[src/verilog/md_defines.svh]
////////////////////////////////////////////////////////////
// Width macros for the multiply/divide datapath
// Operand width, bit counter width, function code width
////////////////////////////////////////////////////////////
`ifndef MD_DEFINES_SVH
`define MD_DEFINES_SVH

// Operand and result width
`define MD_WIDTH 32

// One count per operand bit
`define MD_CNT_WIDTH 5

// Width of the M extension funct3 field
`define MD_FUNCT_WIDTH 3

`endif

[src/verilog/md_pkg.sv]
////////////////////////////////////////////////////////////
// Shared types of the multiply/divide unit
// Operation class, signed mode, function codes, bit counter
////////////////////////////////////////////////////////////
`include "md_defines.svh"

package md_pkg;

  // Which word of which operation the core produces
  typedef enum logic [1:0] {
    MD_OP_MULL,
    MD_OP_MULH,
    MD_OP_DIV,
    MD_OP_REM
  } md_op_e;

  // Bit 0 marks operand A signed, bit 1 operand B
  typedef logic [1:0] md_sign_t;

  typedef logic [`MD_CNT_WIDTH-1:0] md_cnt_t;

  // Function codes in RISC-V funct3 order
  typedef logic [`MD_FUNCT_WIDTH-1:0] md_funct_t;

  localparam md_funct_t MD_FUNCT_MUL    = 3'd0;
  localparam md_funct_t MD_FUNCT_MULH   = 3'd1;
  localparam md_funct_t MD_FUNCT_MULHSU = 3'd2;
  localparam md_funct_t MD_FUNCT_MULHU  = 3'd3;
  localparam md_funct_t MD_FUNCT_DIV    = 3'd4;
  localparam md_funct_t MD_FUNCT_DIVU   = 3'd5;
  localparam md_funct_t MD_FUNCT_REM    = 3'd6;
  localparam md_funct_t MD_FUNCT_REMU   = 3'd7;

endpackage

[src/verilog/md_adder.sv]
////////////////////////////////////////////////////////////
// Shared operand adder of the multiply/divide unit
// Extended sum, sum without the carry-in bit, zero flag
////////////////////////////////////////////////////////////
`timescale 1ns/1ns
`include "md_defines.svh"

module md_adder (
  input  logic [`MD_WIDTH:0]   operand_a_i,
  input  logic [`MD_WIDTH:0]   operand_b_i,
  output logic [`MD_WIDTH+1:0] sum_ext_o,
  output logic [`MD_WIDTH-1:0] sum_o,
  output logic                 sum_zero_o
);

  // Both operands carry a low bit used as carry-in.
  // Setting both low bits to 1 adds one into bit 1,
  // so {a,1} + {~b,1} gives a - b in the upper bits
  always_comb begin
    sum_ext_o = {1'b0, operand_a_i} + {1'b0, operand_b_i};
  end

  // Drop the carry-in position
  assign sum_o = sum_ext_o[`MD_WIDTH:1];

  // Flags a zero divisor while the core negates B
  assign sum_zero_o = (sum_o == {`MD_WIDTH{1'b0}});

endmodule

[src/verilog/md_issue.sv]
////////////////////////////////////////////////////////////
// Issue stage of the multiply/divide unit
// Function decode, operand latch, enable control and
// result register with done pulse
////////////////////////////////////////////////////////////
`timescale 1ns/1ns
`include "md_defines.svh"

module md_issue (
  input  logic                 clk_i,
  input  logic                 rst_ni,
  input  logic                 start_i,
  input  md_pkg::md_funct_t    funct_i,
  input  logic [`MD_WIDTH-1:0] op_a_i,
  input  logic [`MD_WIDTH-1:0] op_b_i,
  output logic                 mult_en_o,
  output logic                 div_en_o,
  output md_pkg::md_op_e       operator_o,
  output md_pkg::md_sign_t     signed_mode_o,
  output logic [`MD_WIDTH-1:0] md_op_a_o,
  output logic [`MD_WIDTH-1:0] md_op_b_o,
  input  logic                 md_ready_i,
  input  logic [`MD_WIDTH-1:0] md_result_i,
  output logic                 busy_o,
  output logic                 done_o,
  output logic [`MD_WIDTH-1:0] result_o
);

  md_pkg::md_op_e   op_dec;
  md_pkg::md_sign_t sign_dec;
  logic             is_div;
  logic             accept;

  // Upper funct3 bit selects the divide group
  assign is_div = funct_i[`MD_FUNCT_WIDTH-1];

  always_comb begin
    op_dec   = md_pkg::MD_OP_MULL;
    sign_dec = 2'b00;
    case (funct_i)
      md_pkg::MD_FUNCT_MULH: begin
        op_dec   = md_pkg::MD_OP_MULH;
        sign_dec = 2'b11;
      end
      md_pkg::MD_FUNCT_MULHSU: begin
        op_dec   = md_pkg::MD_OP_MULH;
        sign_dec = 2'b01;
      end
      md_pkg::MD_FUNCT_MULHU: op_dec = md_pkg::MD_OP_MULH;
      md_pkg::MD_FUNCT_DIV: begin
        op_dec   = md_pkg::MD_OP_DIV;
        sign_dec = 2'b11;
      end
      md_pkg::MD_FUNCT_DIVU: op_dec = md_pkg::MD_OP_DIV;
      md_pkg::MD_FUNCT_REM: begin
        op_dec   = md_pkg::MD_OP_REM;
        sign_dec = 2'b11;
      end
      md_pkg::MD_FUNCT_REMU: op_dec = md_pkg::MD_OP_REM;
      // MUL low word does not depend on operand signs
      default: op_dec = md_pkg::MD_OP_MULL;
    endcase
  end

  // Starts while busy are dropped
  assign busy_o = mult_en_o | div_en_o;
  assign accept = start_i & ~busy_o;

  ////////////////////////////////////////////////////////////
  // Control and result
  ////////////////////////////////////////////////////////////
  always_ff @(posedge clk_i or negedge rst_ni) begin
    if (!rst_ni) begin
      mult_en_o     <= 1'b0;
      div_en_o      <= 1'b0;
      done_o        <= 1'b0;
      result_o      <= '0;
      operator_o    <= md_pkg::MD_OP_MULL;
      signed_mode_o <= 2'b00;
    end else begin
      done_o <= md_ready_i;
      if (md_ready_i) begin
        mult_en_o <= 1'b0;
        div_en_o  <= 1'b0;
        result_o  <= md_result_i;
      end else if (accept) begin
        mult_en_o     <= ~is_div;
        div_en_o      <= is_div;
        operator_o    <= op_dec;
        signed_mode_o <= sign_dec;
      end
    end
  end

  // Operand latch
  always_ff @(posedge clk_i) begin
    if (accept) begin
      md_op_a_o <= op_a_i;
      md_op_b_o <= op_b_i;
    end
  end

endmodule

[src/verilog/md_slow.sv]
////////////////////////////////////////////////////////////
// Iterative multiply/divide core
// Baugh-Wooley shift-add multiply, restoring long division,
// one bit per cycle through the shared adder
////////////////////////////////////////////////////////////
`timescale 1ns/1ns
`include "md_defines.svh"

module md_slow (
  input  logic                 clk_i,
  input  logic                 rst_ni,
  input  logic                 mult_en_i,
  input  logic                 div_en_i,
  input  md_pkg::md_op_e       operator_i,
  input  md_pkg::md_sign_t     signed_mode_i,
  input  logic [`MD_WIDTH-1:0] op_a_i,
  input  logic [`MD_WIDTH-1:0] op_b_i,
  input  logic [`MD_WIDTH+1:0] adder_ext_i,
  input  logic [`MD_WIDTH-1:0] adder_i,
  input  logic                 adder_zero_i,
  output logic [`MD_WIDTH:0]   alu_operand_a_o,
  output logic [`MD_WIDTH:0]   alu_operand_b_o,
  output logic [`MD_WIDTH-1:0] result_o,
  output logic                 ready_o
);

  typedef enum logic [2:0] {
    ST_IDLE,
    ST_ABS_A,
    ST_ABS_B,
    ST_COMP,
    ST_LAST,
    ST_CHSIGN,
    ST_FINISH
  } state_e;

  state_e          state_q, state_d;
  md_pkg::md_cnt_t cnt_q, cnt_d, cnt_m1;

  logic [`MD_WIDTH:0]   accum_q, accum_d;
  logic [`MD_WIDTH:0]   op_a_shift_q, op_a_shift_d;
  logic [`MD_WIDTH:0]   op_b_shift_q, op_b_shift_d;
  logic [`MD_WIDTH-1:0] numer_q, numer_d;

  logic [`MD_WIDTH:0]   res_adder_l, res_adder_h;
  logic [`MD_WIDTH:0]   op_a_ext, op_b_ext;
  logic [`MD_WIDTH:0]   one_shift;
  logic [`MD_WIDTH:0]   pp, pp_last;
  logic [`MD_WIDTH-1:0] b_0;
  logic [`MD_WIDTH:0]   next_rem, next_quo;
  logic                 sign_a, sign_b;
  logic                 is_ge;
  logic                 div_neg, rem_neg;

  // Plain sum and sum shifted right by one for the high word
  assign res_adder_l = adder_ext_i[`MD_WIDTH:0];
  assign res_adder_h = adder_ext_i[`MD_WIDTH+1:1];

  assign sign_a   = op_a_i[`MD_WIDTH-1] & signed_mode_i[0];
  assign sign_b   = op_b_i[`MD_WIDTH-1] & signed_mode_i[1];
  assign op_a_ext = {sign_a, op_a_i};
  assign op_b_ext = {sign_b, op_b_i};

  // Baugh-Wooley partial products, last one with inverted terms
  assign b_0     = {`MD_WIDTH{op_b_shift_q[0]}};
  assign pp      = {~(op_a_shift_q[`MD_WIDTH] & op_b_shift_q[0]),
                    op_a_shift_q[`MD_WIDTH-1:0] & b_0};
  assign pp_last = {op_a_shift_q[`MD_WIDTH] & op_b_shift_q[0],
                    ~(op_a_shift_q[`MD_WIDTH-1:0] & b_0)};

  // Unsigned compare of partial remainder and divisor
  assign is_ge = ((accum_q[`MD_WIDTH-1] ^ op_b_shift_q[`MD_WIDTH-1]) == 1'b0) ?
                 ~res_adder_h[`MD_WIDTH-1] : accum_q[`MD_WIDTH-1];

  assign one_shift = {{`MD_WIDTH{1'b0}}, 1'b1} << cnt_q;
  assign next_rem  = is_ge ? res_adder_h : accum_q;
  assign next_quo  = is_ge ? (op_a_shift_q | one_shift) : op_a_shift_q;
  assign cnt_m1    = cnt_q - md_pkg::md_cnt_t'(1);

  // Quotient sign from both operands, remainder follows dividend
  assign div_neg = sign_a ^ sign_b;
  assign rem_neg = sign_a;

  assign result_o = div_en_i ? accum_q[`MD_WIDTH-1:0] : res_adder_l[`MD_WIDTH-1:0];

  ////////////////////////////////////////////////////////////
  // Adder operand select
  ////////////////////////////////////////////////////////////
  always_comb begin
    alu_operand_a_o = accum_q;
    alu_operand_b_o = pp;
    case (operator_i)
      md_pkg::MD_OP_MULL: alu_operand_b_o = pp;
      md_pkg::MD_OP_MULH: alu_operand_b_o = (state_q == ST_LAST) ? pp_last : pp;
      default: begin
        case (state_q)
          // Negate B while the zero flag checks for a zero divisor
          ST_IDLE, ST_ABS_B: begin
            alu_operand_a_o = {{`MD_WIDTH{1'b0}}, 1'b1};
            alu_operand_b_o = {~op_b_i, 1'b1};
          end
          ST_ABS_A: begin
            alu_operand_a_o = {{`MD_WIDTH{1'b0}}, 1'b1};
            alu_operand_b_o = {~op_a_i, 1'b1};
          end
          ST_CHSIGN: begin
            alu_operand_a_o = {{`MD_WIDTH{1'b0}}, 1'b1};
            alu_operand_b_o = {~accum_q[`MD_WIDTH-1:0], 1'b1};
          end
          // Trial subtraction of divisor from remainder
          default: begin
            alu_operand_a_o = {accum_q[`MD_WIDTH-1:0], 1'b1};
            alu_operand_b_o = {~op_b_shift_q[`MD_WIDTH-1:0], 1'b1};
          end
        endcase
      end
    endcase
  end

  ////////////////////////////////////////////////////////////
  // Iteration FSM
  ////////////////////////////////////////////////////////////
  always_comb begin
    state_d      = state_q;
    cnt_d        = cnt_q;
    accum_d      = accum_q;
    op_a_shift_d = op_a_shift_q;
    op_b_shift_d = op_b_shift_q;
    numer_d      = numer_q;
    if (mult_en_i || div_en_i) begin
      case (state_q)
        ST_IDLE: begin
          cnt_d = md_pkg::md_cnt_t'(`MD_WIDTH - 1);
          case (operator_i)
            md_pkg::MD_OP_MULL: begin
              op_a_shift_d = op_a_ext << 1;
              accum_d      = {~(op_a_ext[`MD_WIDTH] & op_b_i[0]),
                              op_a_ext[`MD_WIDTH-1:0] & {`MD_WIDTH{op_b_i[0]}}};
              op_b_shift_d = op_b_ext >> 1;
              state_d      = ST_COMP;
            end
            md_pkg::MD_OP_MULH: begin
              op_a_shift_d = op_a_ext;
              accum_d      = {1'b1, ~(op_a_ext[`MD_WIDTH] & op_b_i[0]),
                              op_a_ext[`MD_WIDTH-1:1] & {(`MD_WIDTH-1){op_b_i[0]}}};
              op_b_shift_d = op_b_ext >> 1;
              state_d      = ST_COMP;
            end
            md_pkg::MD_OP_DIV: begin
              // All ones is the quotient for a zero divisor
              accum_d = '1;
              state_d = adder_zero_i ? ST_FINISH : ST_ABS_A;
            end
            default: begin
              // Dividend is the remainder for a zero divisor
              accum_d = op_a_ext;
              state_d = adder_zero_i ? ST_FINISH : ST_ABS_A;
            end
          endcase
        end

        ST_ABS_A: begin
          op_a_shift_d = '0;
          numer_d      = sign_a ? adder_i : op_a_i;
          state_d      = ST_ABS_B;
        end

        ST_ABS_B: begin
          accum_d      = {{`MD_WIDTH{1'b0}}, numer_q[`MD_WIDTH-1]};
          op_b_shift_d = sign_b ? {1'b0, adder_i} : {1'b0, op_b_i};
          state_d      = ST_COMP;
        end

        ST_COMP: begin
          cnt_d = cnt_m1;
          case (operator_i)
            md_pkg::MD_OP_MULL: begin
              accum_d      = res_adder_l;
              op_a_shift_d = op_a_shift_q << 1;
              op_b_shift_d = op_b_shift_q >> 1;
            end
            md_pkg::MD_OP_MULH: begin
              accum_d      = res_adder_h;
              op_b_shift_d = op_b_shift_q >> 1;
            end
            default: begin
              // Shift next numerator bit into the remainder
              accum_d      = {next_rem[`MD_WIDTH-1:0], numer_q[cnt_m1]};
              op_a_shift_d = next_quo;
            end
          endcase
          state_d = (cnt_q == md_pkg::md_cnt_t'(1)) ? ST_LAST : ST_COMP;
        end

        ST_LAST: begin
          case (operator_i)
            md_pkg::MD_OP_MULL, md_pkg::MD_OP_MULH: begin
              accum_d = res_adder_l;
              state_d = ST_IDLE;
            end
            md_pkg::MD_OP_DIV: begin
              accum_d = next_quo;
              state_d = ST_CHSIGN;
            end
            default: begin
              accum_d = {1'b0, next_rem[`MD_WIDTH-1:0]};
              state_d = ST_CHSIGN;
            end
          endcase
        end

        ST_CHSIGN: begin
          state_d = ST_FINISH;
          if (operator_i == md_pkg::MD_OP_DIV) begin
            accum_d = div_neg ? {1'b0, adder_i} : accum_q;
          end else begin
            accum_d = rem_neg ? {1'b0, adder_i} : accum_q;
          end
        end

        ST_FINISH: state_d = ST_IDLE;

        default: state_d = ST_IDLE;
      endcase
    end
  end

  always_ff @(posedge clk_i or negedge rst_ni) begin
    if (!rst_ni) begin
      state_q <= ST_IDLE;
      cnt_q   <= '0;
    end else begin
      state_q <= state_d;
      cnt_q   <= cnt_d;
    end
  end

  // Datapath registers
  always_ff @(posedge clk_i) begin
    accum_q      <= accum_d;
    op_a_shift_q <= op_a_shift_d;
    op_b_shift_q <= op_b_shift_d;
    numer_q      <= numer_d;
  end

  // Multiply finishes in the last iteration and divide one state later
  assign ready_o = (state_q == ST_FINISH) |
                   ((state_q == ST_LAST) &
                    ((operator_i == md_pkg::MD_OP_MULL) |
                     (operator_i == md_pkg::MD_OP_MULH)));

endmodule

[src/verilog/md_unit.sv]
////////////////////////////////////////////////////////////
// Multiply/divide unit top level
// Issue stage, iteration core and shared adder
////////////////////////////////////////////////////////////
`timescale 1ns/1ns
`include "md_defines.svh"

module md_unit (
  input  logic                      clk_i,
  input  logic                      rst_ni,
  input  logic                      start_i,
  input  logic [`MD_FUNCT_WIDTH-1:0] funct_i,
  input  logic [`MD_WIDTH-1:0]      op_a_i,
  input  logic [`MD_WIDTH-1:0]      op_b_i,
  output logic                      busy_o,
  output logic                      done_o,
  output logic [`MD_WIDTH-1:0]      result_o
);

  logic                 mult_en, div_en;
  md_pkg::md_op_e       operator;
  md_pkg::md_sign_t     signed_mode;
  logic [`MD_WIDTH-1:0] md_op_a, md_op_b;
  logic                 md_ready;
  logic [`MD_WIDTH-1:0] md_result;

  // Shared adder path
  logic [`MD_WIDTH:0]   alu_operand_a, alu_operand_b;
  logic [`MD_WIDTH+1:0] adder_ext;
  logic [`MD_WIDTH-1:0] adder_sum;
  logic                 adder_zero;

  md_issue u_md_issue (
    .clk_i         (clk_i),
    .rst_ni        (rst_ni),
    .start_i       (start_i),
    .funct_i       (funct_i),
    .op_a_i        (op_a_i),
    .op_b_i        (op_b_i),
    .mult_en_o     (mult_en),
    .div_en_o      (div_en),
    .operator_o    (operator),
    .signed_mode_o (signed_mode),
    .md_op_a_o     (md_op_a),
    .md_op_b_o     (md_op_b),
    .md_ready_i    (md_ready),
    .md_result_i   (md_result),
    .busy_o        (busy_o),
    .done_o        (done_o),
    .result_o      (result_o)
  );

  md_slow u_md_slow (
    .clk_i           (clk_i),
    .rst_ni          (rst_ni),
    .mult_en_i       (mult_en),
    .div_en_i        (div_en),
    .operator_i      (operator),
    .signed_mode_i   (signed_mode),
    .op_a_i          (md_op_a),
    .op_b_i          (md_op_b),
    .adder_ext_i     (adder_ext),
    .adder_i         (adder_sum),
    .adder_zero_i    (adder_zero),
    .alu_operand_a_o (alu_operand_a),
    .alu_operand_b_o (alu_operand_b),
    .result_o        (md_result),
    .ready_o         (md_ready)
  );

  md_adder u_md_adder (
    .operand_a_i (alu_operand_a),
    .operand_b_i (alu_operand_b),
    .sum_ext_o   (adder_ext),
    .sum_o       (adder_sum),
    .sum_zero_o  (adder_zero)
  );

endmodule

[config.mk]
export PLATFORM = sky130hd
export DESIGN_NAME = md_unit
export DESIGN_NICKNAME = d
export VERILOG_FILES = /design/src/verilog/md_pkg.sv /design/src/verilog/md_adder.sv /design/src/verilog/md_issue.sv /design/src/verilog/md_slow.sv /design/src/verilog/md_unit.sv
export VERILOG_INCLUDE_DIRS = /design/src /design/src/verilog
export SDC_FILE = /design/constraint.sdc
export NUM_CORES = 1
export LEC_CHECK = 0
export BUFFER_PORTS_ARGS = -buffer_cell sky130_fd_sc_hd__buf_2
export CAP_MARGIN = 10
export CORE_UTILIZATION = 35
export DETAILED_ROUTE_END_ITERATION = 8
export SETUP_SLACK_MARGIN = 0.05
export SYNTH_ARGS = -nofsm -noshare
export SYNTH_HDL_FRONTEND = slang
export SYNTH_SLANG_ARGS = --single-unit
[constraint.sdc]
create_clock -name clk_i -period 8.4 [get_ports clk_i]
set_input_delay 1.26 -clock clk_i [delete_from_list [all_inputs] [get_ports clk_i]]
set_output_delay 1.26 -clock clk_i [all_outputs]
set_load 0.01 [all_outputs]
==> run metrics <==
final-report setup violation count=0; vias in the first global route=18200; Die Ht=231 um; clock-pin slew of the registers on the worst-case setup and hold paths=0.06 ns; CP Launch Type=register; met1 GRT Util=0.447; slew margin rel.=0.0695; hold_buf cts=0; GR peak layer=met2; sum of negative setup slack=0 ns; CTS tree=yes; initial drt markers=3431; met3 usage=0.0940; Mapped Cells=2177; global-route wire length before repair=130000 um; count of cell types in the netlist=83; Post-synth EDFFs=194; Placement Rows=83; final hold violation count=0; Setup Fix Bufs, Post-CTS=0; mapped cell area=18400 um^2; CP Max Fanout=60; RSZ-0062 raised after global routing=false; fin crit period=7.15 ns; clk_lat worst skew=0.60 ns; clock sinks=241; Worst Max-Slew Pin Slew=1.39 ns; layout cell share with drive strength beyond 1=0.137; post-CTS sizing=0; crit path kind=reg2reg; post-DR vias/cell=6.69; worst min path class=reg2reg; top cell family by delay on the critical path=simple AND/OR/NAND/NOR gates; fmax=140 MHz; syn_area_per_cell=8.44 um^2; Synth-to-Final Area Change=13.1%; Crit-path slowest cell=nand2_1; hold path startpoint=u_md_issue.result_o[23]$_DFFE_PN0P_; clock buffer depth=3; syn_nets=2290; Worst EP arrival=7.54 ns; CTS Buf Count=30; reg2reg start=u_md_issue.operator_o[1]$_DFFE_PN0P_; H-tree Lvls=1; critical path cell sequence=inv_1, ha_4, clkinv_1, nand2_2, buf_12, a221oi_1, o21ai_0, nand2_1, ha_1, a21oi_1, o21ai_0, a211o_1, a2111oi_1, or3_1, buf_4, nand2_1, nor2_1, a21oi_1, o221ai_1; critical path launch point=u_md_issue.operator_o[1]$_DFFE_PN0P_; register area share after synthesis=0.381; fin nets=2317; WL/cell=31.4 um; Critical Path End Type=register; DRC violations left=0; met2 Use GR=0.484; fin crit share=0.851; ANT cells=0; final slew viol count=0; Final ANT Viol Nets=0; Top FF cell, synth=edfxtp_1; DR vias=19400; ys async rst share=0.195; yosys synthesis warning count=0; Core Area=51600 um^2; Placer Congestion=1.07; IO Pins=104; Root Buffer=clkbuf_16; Port Buffer Count=103; Die X=231 um; die area=53400 um^2; Buf/Inv on CP=4; status=finished, final reports clean; CP max stage delay=0.71 ns; WP data required=8.79 ns; total grt overflow=0; FF+latch count, synth=241; largest net degree at the start of global routing=73; initial antenna violation count=2; total of max-cap violations=0; DRT Wirelength=91200 um; Initial Util=0.356; 1st-pass router iterations=8; skew final=0.0213 ns; post-DP HPWL=65900 um; Total GRT Usage=0.334
==> metal layers <==
metal  wire, um  share of wire
met1      35900           0.39
met4       5640          0.062
met5          0              0
met2      37800           0.41
met3      11900           0.13
==> worst reg2reg max path, delay by kind of cell, from the launching register on <==
kind	cells	cell delay [ns]
buffers and inverters	4	1.44
AO/OA/AOI/OAI	8	1.96
AND/OR/NAND/NOR	5	2.19
flip-flops	1	0.41
adder cells (fa/ha/maj)	2	0.93
==> cells in the mapped netlist, types with 9 or more instances <==
master      n  share of area
nand2_1   383          0.078
a21oi_1   242          0.066
o21ai_0   211          0.057
edfxtp_1  194           0.32
clkbuf_1  159          0.032
nor2_1    133          0.027
a22oi_1    80          0.033
mux2i_1    75          0.041
nand3_1    69          0.019
a221oi_1   51          0.024
o221ai_1   50          0.024
dfrtp_1    47          0.064
ha_1       42          0.029
xnor2_1    42          0.020
a31oi_1    28         0.0095
inv_1      27         0.0055
mux2_2     24          0.015
a221o_1    22          0.012
o211ai_1   20         0.0082
o22ai_1    19         0.0065
a211oi_1   18         0.0074
buf_1      18         0.0037
nor3_1     16         0.0044
a21o_1     13         0.0053
and3_1     11         0.0037
xor2_1     11         0.0052
mux4_2     10          0.012
a22o_1      9         0.0043
nand2b_1    9         0.0031
nand4_1     9         0.0031
o31ai_1     9         0.0037
==> cells in the final DEF (no fill, tap or decap), types with 51 or more instances in the layout <==
master / n
o21ai_0: 210
edfxtp_1: 194
a221oi_1: 51
nand2_1: 381
nor2_1: 126
nand3_1: 69
a22oi_1: 80
buf_2: 103
buf_4: 77
mux2i_1: 75
a21oi_1: 240
==> area by class of cell <==
cell class | count | area (um^2)
timing repair buffer | 182 | 1120
tap | 680 | 851
clock buffer | 38 | 866
fill | 5197 | 30800
multi-input combinational | 1718 | 10600
clock inverter | 17 | 188
inverter | 31 | 116
sequential | 241 | 7000
==> final timing paths <==
check                      slack (ns)  cells past startpoint                                   end
min in group asynchronous        0.78                      2   u_md_issue.result_o[15]$_DFFE_PN0P_
max reg2reg                      1.25                     19  u_md_slow.op_a_shift_q[21]$_DFFE_PP_
max in group asynchronous        7.14                      2       u_md_issue.div_en_o$_DFFE_PN0P_
max                              1.25                     19  u_md_slow.op_a_shift_q[21]$_DFFE_PP_
min                              0.47                      2   u_md_issue.result_o[23]$_DFFE_PN0P_
min reg2reg                      0.47                      2   u_md_issue.result_o[23]$_DFFE_PN0P_
==> registers in the layout, indices dropped and copies added (netlist names), 3 cells and up <==
signal and count:
u_md_slow.accum_q 33, u_md_slow.op_a_shift_q 33, u_md_issue.md_op_a_o 32, u_md_issue.md_op_b_o 32, u_md_issue.result_o 32, u_md_slow.numer_q 32
u_md_slow.op_b_shift_q 32, u_md_slow.cnt_q 5, u_md_slow.state_q 3
==> logic make-up (layout without fill, tap and decap cells) <==
kind of cell               count (synthesis)  after routing  share of synthesized area
AOI/OAI and AO/OA                        834            834                      0.292
and+or+nand+nor                          679            679                      0.158
DFF                                      241            241                      0.381
buffers and inverters                    218            268                     0.0459
muxes                                    109            109                     0.0678
xor gates and xnor gates                  53             53                     0.0253
adders and majority gates                 43             43                     0.0297
==> through the flow <==
step	util	cell area [um^2]	hold slack [ns]	worst slack (ns)	std cells
3_3_place_gp	0.382	19700	0.462	1.65	2850
4_1_cts	0.403	20800	0.481	1.51	2907
6_report	0.403	20800	0.474	1.25	2907
5_1_grt	0.403	20800	0.503	1.00	2907
3_5_place_dp	0.382	19700	0.469	1.61	2852
2_1_floorplan	-	18400	0.463	3.27	2177
Power is left out: the tool's default activity adds up to more than one toggle a clock period on the data nets, which glitch-free logic cannot reach.
